===== config.mk =====
export PLATFORM = sky130hd
export DESIGN_NAME = sum_engine
export DESIGN_NICKNAME = d
export VERILOG_FILES = /design/src/hw/cmd_pkg.sv /design/src/hw/mem_pkg.sv /design/src/hw/sum_engine.sv
export SDC_FILE = /design/constraint.sdc
export NUM_CORES = 1
export LEC_CHECK = 0
export ABC_AREA = 0
export BUFFER_PORTS_ARGS = -buffer_cell sky130_fd_sc_hd__clkbuf_2
export CAP_MARGIN = 10
export CORE_MARGIN = 1
export CORE_UTILIZATION = 30
export CTS_CLUSTER_SIZE = 30
export DETAILED_ROUTE_END_ITERATION = 12
export GPL_ROUTABILITY_DRIVEN = 0
export SKIP_CTS_REPAIR_TIMING = 1
export SLEW_MARGIN = 10
export SYNTH_ARGS = -nofsm -noshare
export SYNTH_HDL_FRONTEND = slang
export SYNTH_SLANG_ARGS = --single-unit

===== constraint.sdc =====
create_clock -name clk -period 2.6 [get_ports clk]
set_clock_uncertainty 0.15 [all_clocks]
set_input_delay 0.52 -clock clk [delete_from_list [all_inputs] [get_ports clk]]
set_output_delay 0.52 -clock clk [all_outputs]
set_load 0.1 [all_outputs]

===== src/hw/cmd_pkg.sv =====
// Engine command formats
`default_nettype none

package cmd_pkg;

    localparam int CMD_WIDTH = 32;

    localparam logic OP_FILL = 1'b0;
    localparam logic OP_SUM  = 1'b1;

    //////////////////////////////////////////////////////////////////////
    // Command layouts, top bit first
    //////////////////////////////////////////////////////////////////////

    typedef struct packed {
        logic       op;
        logic [6:0] step;  // Added per word.
        logic [7:0] base;
        logic [7:0] count; // Zero means empty.
        logic [7:0] seed;  // Value of the first word.
    } fill_cmd_t;

    typedef struct packed {
        logic       op;
        logic [6:0] reserved;
        logic [7:0] base;
        logic [7:0] count;
        logic [7:0] mask;  // XOR applied to each word.
    } sum_cmd_t;

    // One word, two readings.
    typedef union packed {
        fill_cmd_t fill;
        sum_cmd_t  sum;
    } cmd_word_u;

endpackage : cmd_pkg

`default_nettype wire


===== src/hw/mem_pkg.sv =====
// Scratchpad memory geometry
`default_nettype none

package mem_pkg;

    //////////////////////////////////////////////////////////////////////
    // Array shape
    //////////////////////////////////////////////////////////////////////

    localparam int DATA_WIDTH = 8;  // Bits per word.
    localparam int ADDR_WIDTH = 8;
    localparam int DEPTH      = 256; // Words in the array.

    //////////////////////////////////////////////////////////////////////
    // Pipeline and datapath sizes
    //////////////////////////////////////////////////////////////////////

    // Edges from a sampled request to fresh read data at the RAM output.
    localparam int RD_LATENCY = 3;

    localparam int SUM_WIDTH  = 16; // Accumulator, wraps.

endpackage : mem_pkg

`default_nettype wire


===== src/hw/sum_engine.sv =====
// Masked range sum engine
`default_nettype none

module sum_engine (
    input  wire                            clk,
    input  wire                            rst,
    input  wire                            cmd_strobe,
    input  wire  [cmd_pkg::CMD_WIDTH-1:0]  cmd_word,
    input  wire                            gnt,
    input  wire                            rd_valid,
    input  wire  [mem_pkg::DATA_WIDTH-1:0] rd_data,
    output logic                           req,
    output logic [mem_pkg::ADDR_WIDTH-1:0] addr,
    output logic                           busy,
    output logic                           done,
    output logic [mem_pkg::SUM_WIDTH-1:0]  result
);

    cmd_pkg::cmd_word_u             cmd;
    logic                           accept;

    logic [mem_pkg::ADDR_WIDTH-1:0] base_q;
    logic [7:0]                     count_q;
    logic [mem_pkg::DATA_WIDTH-1:0] mask_q;
    logic [7:0]                     issued;   // Reads granted.
    logic [7:0]                     returned; // Reads back.
    logic [mem_pkg::SUM_WIDTH-1:0]  acc;
    logic [mem_pkg::SUM_WIDTH-1:0]  word_ext;
    logic [mem_pkg::SUM_WIDTH-1:0]  acc_next;

    assign cmd    = cmd_word;
    assign accept = cmd_strobe && (cmd.sum.op == cmd_pkg::OP_SUM) && !busy;

    assign word_ext = {{(mem_pkg::SUM_WIDTH - mem_pkg::DATA_WIDTH){1'b0}}, rd_data ^ mask_q};
    assign acc_next = acc + word_ext;

    //////////////////////////////////////////////////////////////////////
    // Issue and return tracking
    //////////////////////////////////////////////////////////////////////

    always_ff @(posedge clk or posedge rst) begin
        if (rst) begin
            busy     <= 1'b0;
            done     <= 1'b0;
            issued   <= '0;
            returned <= '0;
            acc      <= '0;
            result   <= '0;
        end else begin
            done <= 1'b0;
            if (accept) begin
                issued   <= '0;
                returned <= '0;
                acc      <= '0;
                result   <= '0;
                busy     <= (cmd.sum.count != 8'd0);
                done     <= (cmd.sum.count == 8'd0);
            end else if (busy) begin
                if (gnt) begin
                    issued <= issued + 8'd1;
                end
                if (rd_valid) begin
                    returned <= returned + 8'd1;
                    acc      <= acc_next;
                    if (returned == count_q - 8'd1) begin // Last word back.
                        busy   <= 1'b0;
                        done   <= 1'b1;
                        result <= acc_next;
                    end
                end
            end
        end
    end

    always_ff @(posedge clk) begin
        if (accept) begin
            base_q  <= cmd.sum.base;
            count_q <= cmd.sum.count;
            mask_q  <= cmd.sum.mask;
        end
    end

    // Keeps asking until every read of the range is granted.
    assign req  = busy && (issued != count_q);
    assign addr = base_q + issued;

endmodule : sum_engine

`default_nettype wire


# Word-level counts from Yosys, hierarchy flattened
# Index checks and enable logic that the tools add are counted.
# Widths: inputs -> output; s select.
dict set report totals {
  regBits 74
  out_inout_bits 27
  word_cells 51
}
dict set report classes {
  add_sub_neg 5
  eq_ne 2
  mux 21
  bitwise 1
  n_reduce_logical 13
}
# cell count
set op_table {}
lappend op_table {{$mux 16} 7}
lappend op_table {{$mux 8} 6}
lappend op_table {{$add 16x8->16} 1}
lappend op_table {{$add 8x1->8 const B} 2}
lappend op_table {{$add 8x8->8} 1}
lappend op_table {{$eq 8x8->1} 1}
lappend op_table {{$logic_not 8->1} 1}
lappend op_table {{$mux 1} 8}
lappend op_table {{$ne 8x8->1} 1}
lappend op_table {{$reduce_bool 2->1} 4}
lappend op_table {{$reduce_bool 8->1} 1}
lappend op_table {{$sub 8x1->8 const B} 1}
lappend op_table {{$xor 8x8->8} 1}
lappend op_table {{$reduce_and 2->1} 2}
lappend op_table {{$logic_and 1x1->1} 3}
lappend op_table {{$reduce_and 3->1} 1}
lappend op_table {{$logic_not 1->1} 1}

# Longest topological paths before layout
# Gate-level depths: netlist of the first run.
dict set report logic_depth {
  word_depth 6
  mapped_depth 10
  mapped_depth_nobuf 10
}

# Least setup slack after synthesis of the first run
# No wires, ideal clock.
dict set report synth_path {
  kind {flip-flop to output port}
  from {register busy}
  to {output req}
  arrival_ns 3.425
  required_time_ns 1.930
  slack_ns -1.495
  stages_incl_launch_ff 3
  n_path_buf 1
  path_cell_list {dfrtp_1 > buf_2 > a21boi_0}
}
dict set report synth_via {
  elab_chain_len 1
}
# element line
set synth_rtl {}
lappend synth_rtl {{from (decl)} sum_engine.sv:14} ;# output logic busy,
lappend synth_rtl {{from (signal assigned)} sum_engine.sv:56} ;# busy <= (cmd.sum.count != 8'd0);
lappend synth_rtl {{$logic_and 1x1->1} sum_engine.sv:84} ;# assign req = busy && (issued != count_q);
lappend synth_rtl {{to (decl)} sum_engine.sv:12} ;# output logic req,
# No other way between the ends.

# Worst setup path in the final report of the first run
dict set report layout_path {
  from {register base_q[1] in the netlist's numbering}
  to {output addr[7] in the netlist's numbering}
}
dict set report layout_via {
  elab_chain_len 1
}
# element line
set layout_rtl {}
lappend layout_rtl {{from (decl)} sum_engine.sv:22} ;# logic [mem_pkg::ADDR_WIDTH-1:0] base_q;
lappend layout_rtl {{from (signal assigned)} sum_engine.sv:77} ;# base_q <= cmd.sum.base;
lappend layout_rtl {{$add 8x8->8} sum_engine.sv:85} ;# assign addr = base_q + issued;
lappend layout_rtl {{to (decl)} sum_engine.sv:13} ;# output logic [mem_pkg::ADDR_WIDTH-1:0] addr,
# No other way between the ends.

==> qor.txt, run 1 <==
status - finished with violations
violated checks - setup timing
vias in the first global route - 3,403
CORE AREA - 0.0135 mm²
pwr dens - 1150 mW/mm²
WL final - 9.97 mm
H-tree depth - 3
DR pass1 iterations - 4
Ports - 72
via/cell ratio - 4.84
share of cells above drive strength 1 - 31.7%
Final #Nets - 590
P_leak - 2.56 nW
Die W - 121 µm
Synth Cell Area - 0.00422 mm²
Max Transition Viols Final - 0
Reg power frac - 25.4%
Reg clk slew, reported paths - 0.06 ns
Placement Rows - 42
Seq/Total Area, Yosys - 46.7%
Async SR Flop Fraction - 67.6%
HP Class - in2async
Initial Util - 31.3%
Max FO, Critical Path - 2
switching share of power - 45.3%
flops & latches, synth - 74
CTS Buffer Depth - 2
Sw Pwr - 2.99 mW
Synth Instances - 427
syn_area_per_cell - 9.89 µm²
fin crit share - 116%
fin util - 42.4%
met3 usage - 3.63%
fmax - 0.333 GHz
gr busiest metal - met2
hold violation count in the final report - 0
clk_lat worst skew - 0.34 ns
Max Cap Viol - 0
Worst EP required - 1.93 ns
clock buffer count from CTS - 9
critical path class - reg2out
top_reg_cell synth - dfrtp_1
Clk pwr share - 19.1%
final instance area - 0.00572 mm²
RSZ-0062 raised after global routing - yes
Comb power frac - 55.4%
Rel. slew slack - 57.7%
Antenna Cells - 0
HPWL Detailed - 7.27 mm
CTS root buffer - clkbuf_16
Routed Antenna Nets - 0
Worst EP arrival - 2.34 ns
Yosys Warn Count - 0
Setup Total Neg Slack - -1.17 ns
DR WL/cell - 14.1 µm
Max VDD drop - 0.681 mV
internal power - 3.61 mW
Synth cell types - 52
Placed Instance Area - 0.00522 mm²
largest net degree at the start of global routing - 30
total grt overflow - 0
met1 Usage GRT - 19.4%
IO Port Bufs - 64
Filler cells - 1,271
kind of end point of the critical path - output pin
EDFF count, synth - 24
CTS Sinks - 74
Syn Nets - 492
via count - 3,416
commonest non-fill, non-tap cell in the layout - clkbuf_2
first-pass GRT wire length - 16.9 mm
met2 Resource Use GR - 24.0%
Period minus WS final - 3.01 ns
Overall Global Routing Usage - 14.8%
Post-route DRC - 0
antenna violations before repair - 0
die area - 0.0146 mm²
setup ws final - -0.405 ns
1st-iter DRT viols - 138
commonest cells after routing, fill and taps aside - clkbuf_2, dfrtp_1, nor2_1, nand2_1, buf_4
Least-Margin Pin Slew - 0.633 ns
# setup viols final - 4
nature of the critical path startpoint - flip-flop
CTS tree - built
Area growth syn-to-layout - 35.5%
Die H - 121 µm
## kinds of logic (layout without fill, tap and decap cells)
family	Yosys count	after routing	share of synthesized area, %
and+or+nand+nor	169	169	20.0
DFF	74	74	46.7
AOI/OAI and AO/OA	67	67	10.2
xor gates and xnor gates	53	53	11.0
buffers and inverters	33	136	3.17
adders and majority gates	20	20	6.28
muxes	11	11	2.64
## worst max-delay path, stage by stage, from the launching register on
cell	delay (ns)
edfxtp_1	0.39
ha_1	0.28
a21o_1	0.17
a21oi_2	0.16
nor2b_1	0.07
o21a_1	0.23
o41ai_4	0.34
xnor2_4	0.17
buf_12	0.19
## metrics by stage
step | hold WS [ns] | setup WS (ns) | power [mW] | instances
2_1_floorplan | 0.327 | -0.253 | 4.07 | 427
3_3_place_gp | 0.338 | -0.298 | 5.04 | 683
3_5_place_dp | 0.355 | -0.322 | 5.11 | 683
4_1_cts | 0.0599 | -0.508 | 6.40 | 699
5_1_grt | 0.0795 | -0.520 | 6.96 | 706
6_report | 0.0387 | -0.405 | 6.59 | 706
## power by group through the flow
stage / clock [mW] / sequential [mW] / combinational [mW]
2_1_floorplan: 0 / 2.00 / 2.08
3_3_place_gp: 0 / 1.69 / 3.36
3_5_place_dp: 0 / 1.70 / 3.41
4_1_cts: 1.29 / 1.68 / 3.43
5_1_grt: 1.34 / 1.72 / 3.90
6_report: 1.26 / 1.68 / 3.65
## cells in the mapped netlist (12+ instances only)
cell      number  share of area, %
edfxtp_1      24                17
nor2_1        42               3.7
inv_1         14               1.2
xor2_1        30               6.2
nor3_1        12               1.4
xnor2_1       23               4.8
clkbuf_1      14               1.2
nand2_1       37               3.3
a21oi_1       19               2.3
o21ai_0       22               2.6
nand3_1       24               2.8
ha_1          18               5.3
dfrtp_1       50                30
## flip-flops by register name (all words and copies together), names as in the netlist
name and cells:
base_q 8, issued 8, busy 1, returned 8, acc 16, mask_q 8, done 1, count_q 8
result 16
## cell type report
class                   instances  area, µm²  share of cell area, %
multi-input cells             320       2390                   41.7
clock buffers                  10        239                   4.18
well taps                     176        220                   3.85
clock inverters                 6       66.3                   1.16
flip-flops and latches         74       1970                   34.5
repair buffers                105        779                   13.6
inverters                      15       56.3                  0.984
## final timing paths
kind	cells past startpoint	to	slack [ns]	start
min in group clk	1	mask_q[5]	0.20	cmd_word[5]
setup reg to reg	11	acc[12]	0.01	mask_q[0]
hold / removal	2	result[0]	0.04	rst
hold reg to reg	2	result[1]	0.37	result[1]
setup / recovery	8	addr[7]	-0.41	base_q[1]
max in group asynchronous	3	acc[2]	1.49	rst
## routing by layer
metal | vias to the layer above | wire length [µm]
met5 | - | 0
met4 | 0 | 140
met2 | 64 | 4840
met1 | 1642 | 4610
met3 | 12 | 375
li1 | 1698 | -
(Power assumes the default switching activity.)
==> inputs of run 2 (changes only) <==
--- a/config.mk
+++ b/config.mk
@@ -14,5 +14,7 @@
 export DETAILED_ROUTE_END_ITERATION = 12
 export GPL_ROUTABILITY_DRIVEN = 0
+export PLACE_DENSITY = 0.59
 export SKIP_CTS_REPAIR_TIMING = 1
+export SKIP_LAST_GASP = 1
 export SLEW_MARGIN = 10
 export SYNTH_ARGS = -nofsm -noshare
--- a/constraint.sdc
+++ b/constraint.sdc
@@ -3,3 +3,3 @@
 set_input_delay 0.52 -clock clk [delete_from_list [all_inputs] [get_ports clk]]
 set_output_delay 0.52 -clock clk [all_outputs]
-set_load 0.1 [all_outputs]
+set_load 0.05 [all_outputs]
==> qor.txt, run 2 (synthesis results as in run 1) <==
clock buffer count from CTS - 9 (unchanged)
fin util - 40.6% (-1.7 points)
via/cell ratio - 4.84 (about the same)
Final #Nets - 583 (-1.2%)
P_leak - 2.49 nW (-2.8%)
commonest non-fill, non-tap cell in the layout - clkbuf_2
largest net degree at the start of global routing - 28 (-6.7%)
Antenna Cells - 0 (unchanged)
Post-route DRC - 0 (unchanged)
critical-path cell list - ha_1, a21o_1, a21oi_2, nor2b_1, o21a_1, o41ai_4, xnor2_2, buf_12
Die H - 121 µm (unchanged)
Least-Margin Pin Slew - 0.558 ns (-0.0756 ns)
fin crit share - 113% (-2.9 points)
CTS tree - built
pwr dens - 1020 mW/mm² (-12%)
commonest cells after routing, fill and taps aside - clkbuf_2, dfrtp_1, nor2_1, nand2_1, buf_4
DR pass1 iterations - 4 (unchanged)
RSZ-0062 raised after global routing - yes
internal power - 3.26 mW (-9.7%)
vias in the first global route - 3,483 (+2.4%)
CORE AREA - 0.0135 mm² (unchanged)
via count - 3,382 (-1.0%)
WL final - 9.92 mm (-0.49%)
Slowest-stage cell, CP - edfxtp_1
Max Transition Viols Final - 0 (unchanged)
Tot Pwr - 5.59 mW (-15%)
critical path class - reg2out
final instance area - 0.00549 mm² (-4.1%)
1st-iter DRT viols - 156 (+13%)
IO Port Bufs - 64 (unchanged)
H-tree depth - 3 (unchanged)
first-pass GRT wire length - 17.0 mm (+0.77%)
die area - 0.0146 mm² (unchanged)
Placed Instance Area - 0.00504 mm² (-3.4%)
Place WS - -0.311 ns (+0.0107 ns)
HPWL Detailed - 7.35 mm (+1.1%)
antenna violations before repair - 0 (unchanged)
fmax - 0.341 GHz (+2.6%)
crit path launch - base_q[1]
clk_lat worst skew - 0.35 ns (about the same)
Routed Antenna Nets - 0 (unchanged)
Die W - 121 µm (unchanged)
Max FO, Critical Path - 2 (unchanged)
Clk pwr share - 22.7% (+3.6 points)
Worst EP arrival - 2.26 ns (-0.08 ns)
HP Class - in2async
Overall Global Routing Usage - 15.1% (+0.34 points)
Ports - 72 (unchanged)
status - finished with violations
largest registers - acc (16), result (16)
Comb power frac - 47.8% (-7.6 points)
Filler cells - 1,327 (+4.4%)
CTS Sinks - 74 (unchanged)
Initial Util - 31.3% (unchanged)
share of cells above drive strength 1 - 28.3% (-3.4 points)
setup ws final - -0.330 ns (+0.0749 ns)
hold violation count in the final report - 0 (unchanged)
Placement Rows - 42 (unchanged)
Worst path max stage delay - 0.41 ns (+0.02 ns)
reg-to-reg startpoint - mask_q[0]
violated checks - setup timing
reg2reg path depth - 11 (unchanged)
Max Cap Viol - 0 (unchanged)
Reg power frac - 29.5% (+4.1 points)
FF-to-FF setup slack - 0.04 ns (+0.03 ns)
CTS Buffer Depth - 2 (unchanged)
worst reg2reg path endpoint - result[14]
Rel. slew slack - 62.8% (+5.1 points)
Area growth syn-to-layout - 30.0%
Max VDD drop - 0.449 mV (-34%)
Sw Pwr - 2.34 mW (-22%)
nature of the critical path startpoint - flip-flop
CTS root buffer - clkbuf_16
switching share of power - 41.8% (-3.5 points)
DR WL/cell - 14.2 µm (+0.50%)
# setup viols final - 4 (unchanged)
kind of end point of the critical path - output pin
Period minus WS final - 2.93 ns (-0.0749 ns)
total grt overflow - 0 (unchanged)
Worst EP required - 1.93 ns (about the same)
Reg clk slew, reported paths - 0.07 ns (about the same)
[run 2: changes by cell type in the layout (fill, tap and decap cells not counted), sizes merged]
cell      delta
clkinvlp     -1
buf          -9
inv          +2
clkbuf       +1
[run 2: final cells by class]
cell class / instances / area [µm²] / area share (%)
multi-input cells: 320 / 2280 / 41.5
flip-flops and latches: 74 / 1970 / 35.9
repair buffers: 98 / 662 / 12.1
clock buffers: 9 / 225 / 4.10
well taps: 176 / 220 / 4.01
clock inverters: 7 / 76.3 / 1.39
inverters: 15 / 56.3 / 1.03
[run 2: layer usage]
metal | GRT usage, % | up-vias | wire length [µm]
met1 | 19.4 | 1610 | 4600
li1 | - | 1691 | -
met5 | 0 | - | 0
met3 | 3.73 | 14 | 370
met4 | 6.10 | 0 | 178
met2 | 24.4 | 67 | 4770
[run 2: how the worst max path moves through the flow]
stage / end / slack, ns / cells after the start
after CTS: addr[7] / -0.44 / 8
after floorplan: addr[6] / -0.09 / 9
after global placement: acc[8] / -0.29 / 11
after detailed placement: acc[10] / -0.31 / 11
after global routing: addr[7] / -0.44 / 8
final: addr[7] / -0.33 / 8
[run 2: power groups by stage]
stage	sequential [mW]	clock (mW)	combinational, mW
final	1.65	1.27	2.67
after global routing	1.69	1.36	2.92
after CTS	1.65	1.31	2.53
after detailed placement	1.67	0	2.52
after global placement	1.66	0	2.46
after floorplan	1.80	0	1.63
[run 2: through the flow]
stage / hold slack, ns / std cells / setup TNS (ns)
floorplan: 0.327 / 427 / -0.205
global placement: 0.337 / 680 / -2.57
detailed placement: 0.345 / 680 / -2.76
CTS: 0.0657 / 696 / -1.93
global route: 0.0982 / 699 / -1.72
finish: 0.0535 / 699 / -0.866
[run 2: critical path, delay by kind of cell (launching register included)]
kind / cells / cell delay [ns]
AOI/OAI and AO/OA: 4 / 0.79
DFF: 1 / 0.41
adders and majority gates: 1 / 0.31
xor gates and xnor gates: 1 / 0.17
buffers and inverters: 1 / 0.16
and+or+nand+nor: 1 / 0.06
==> inputs of run 3 (changes only) <==
RECOVER_POWER = 100   (was not set)
==> qor.txt, run 3 (synthesis results as in run 1) <==
CTS root buffer - clkbuf_16
IO Port Bufs - 64 (unchanged)
RSZ-0062 raised after global routing - yes
largest net degree at the start of global routing - 28 (unchanged)
Worst EP required - 1.93 ns (about the same)
Die H - 121 µm (unchanged)
nature of the critical path startpoint - flip-flop
WL final - 9.91 mm (about the same)
Least-Margin Pin Slew - 1.12 ns (+0.561 ns)
worst reg2reg path endpoint - result[8]
CORE AREA - 0.0135 mm² (unchanged)
Ports - 72 (unchanged)
Placed Instance Area - 0.00504 mm² (unchanged)
met1 WL - 4.59 mm (-0.11%)
status - finished with violations
Area growth syn-to-layout - 27.7%
CTS Sinks - 74 (unchanged)
DR pass1 iterations - 4 (unchanged)
Sw Pwr - 2.33 mW (-0.19%)
total grt overflow - 0 (unchanged)
Max FO, Critical Path - 2 (unchanged)
die area - 0.0146 mm² (unchanged)
Placement Rows - 42 (unchanged)
FF-to-FF setup slack - -0.14 ns (-0.18 ns)
clock buffer count from CTS - 9 (unchanged)
hold violation count in the final report - 0 (unchanged)
Comb power frac - 47.4% (-0.4 points)
CTS tree - built
CTS Buffer Depth - 2 (unchanged)
Die W - 121 µm (unchanged)
HPWL Detailed - 7.35 mm (unchanged)
Routed Antenna Nets - 0 (unchanged)
DR WL/cell - 14.2 µm (about the same)
switching share of power - 42.0% (+0.21 points)
max layer used - met4
setup ws final - -0.330 ns (+0.0000900 ns)
Initial Util - 31.3% (unchanged)
H-tree depth - 3 (unchanged)
Overall Global Routing Usage - 15.1% (unchanged)
# setup viols final - 6 (+2)
Antenna Cells - 0 (unchanged)
fmax - 0.341 GHz (about the same)
Post-route DRC - 0 (unchanged)
via count - 3,371 (-0.33%)
violated checks - setup timing
via/cell ratio - 4.82 (-0.33%)
internal power - 3.22 mW (-1.0%)
reg2reg path depth - 4 (-7)
fin util - 39.9% (-0.71 points)
antenna violations before repair - 0 (unchanged)
Worst EP arrival - 2.26 ns (about the same)
reg-to-reg startpoint - busy
share of cells above drive strength 1 - 22.2% (-6.1 points)
commonest non-fill, non-tap cell in the layout - dfrtp_1
Reg clk slew, reported paths - 0.07 ns (about the same)
pwr dens - 1030 mW/mm² (+1.1%)
first-pass GRT wire length - 17.0 mm (unchanged)
Met2 Wirelength - 4.81 mm (+0.78%)
critical path class - reg2out
Max Cap Viol - 0 (unchanged)
Reg power frac - 29.7% (+0.2 points)
largest registers - acc (16), result (16)
kind of end point of the critical path - output pin
Max Transition Viols Final - 0 (unchanged)
HP Start - cmd_word[17]
clk_lat worst skew - 0.35 ns (about the same)
HP Class - in2reg
Hold Crit Depth - 1
Period minus WS final - 2.93 ns (-0.0000900 ns)
vias in the first global route - 3,483 (unchanged)
P_leak - 2.39 nW (-4.2%)
hold endpoint - base_q[1]
Clk pwr share - 22.8% (about the same)
commonest cells after routing, fill and taps aside - dfrtp_1, nor2_1, nand2_1, clkbuf_2, xor2_1
fin crit share - 113% (about the same)
1st-iter DRT viols - 155 (-0.64%)
Rel. slew slack - 25.4% (-37 points)
Final #Nets - 583 (unchanged)
Max VDD drop - 0.450 mV (+0.17%)
final instance area - 0.00539 mm² (-1.8%)
Setup Total Neg Slack - -1.04 ns (-0.177 ns)
met3 wire length - 333 µm (-10%)
Place WS - -0.311 ns (unchanged)
==> run 3: cell types whose count changed in the layout (fill, tap and decap cells not counted), moves of 2 or more <==
cell and change:
clkbuf_1 +28, clkbuf_2 -24, buf_4 -5, clkbuf_4 +4
buf_12 -3, inv_1 +2, inv_2 -2
==> run 3: layout make-up <==
type | count | area (µm²)
Fill cell | 1348 | 8110
Multi-Input combinational cell | 320 | 2260
Sequential cell | 74 | 1970
Timing Repair Buffer | 98 | 579
Clock buffer | 9 | 225
Tap cell | 176 | 220
Clock inverter | 7 | 76.3
Inverter | 15 | 56.3
==> run 3: per-stage QoR <==
| step | hold slack (ns) | instances | power (mW) |
|---|---|---|---|
| 6_report | 0.194 | 699 | 5.55 |
| 5_1_grt | 0.176 | 699 | 5.93 |
| 4_1_cts | 0.0657 | 696 | 5.49 |
| 3_5_place_dp | 0.345 | 680 | 4.19 |
| 3_3_place_gp | 0.337 | 680 | 4.13 |
| 2_1_floorplan | 0.327 | 427 | 3.43 |
==> run 3: worst max-delay path: stages, from the launching register on <==
cell	delay, ns
edfxtp_1	0.41
ha_1	0.31
a21o_1	0.17
a21oi_2	0.15
nor2b_1	0.06
o21a_1	0.21
o41ai_4	0.26
xnor2_2	0.17
buf_12	0.16
==> run 3: metal layers <==
metal	track usage (%)	vias to the layer above
met4	6.10	0
met2	24.4	60
met3	3.73	14
met1	19.4	1605
met5	0	-
li1	-	1692
==> run 3: worst max-delay path by stage <==
stage,from,end,slack (ns),depth (start not counted)
floorplan,issued[0],addr[6],-0.09,9
global placement,rd_data[0],acc[8],-0.29,11
detailed placement,rd_data[0],acc[10],-0.31,11
CTS,base_q[1],addr[7],-0.44,8
global route,base_q[1],addr[7],-0.44,8
finish,base_q[1],addr[7],-0.33,8
==> run 3: power groups by stage <==
| stage | clock, mW | sequential (mW) | combinational [mW] |
|---|---|---|---|
| after detailed placement | 0 | 1.67 | 2.52 |
| after CTS | 1.31 | 1.65 | 2.53 |
| after global routing | 1.36 | 1.69 | 2.88 |
| after global placement | 0 | 1.66 | 2.46 |
| after floorplan | 0 | 1.80 | 1.63 |
| final | 1.27 | 1.65 | 2.63 |
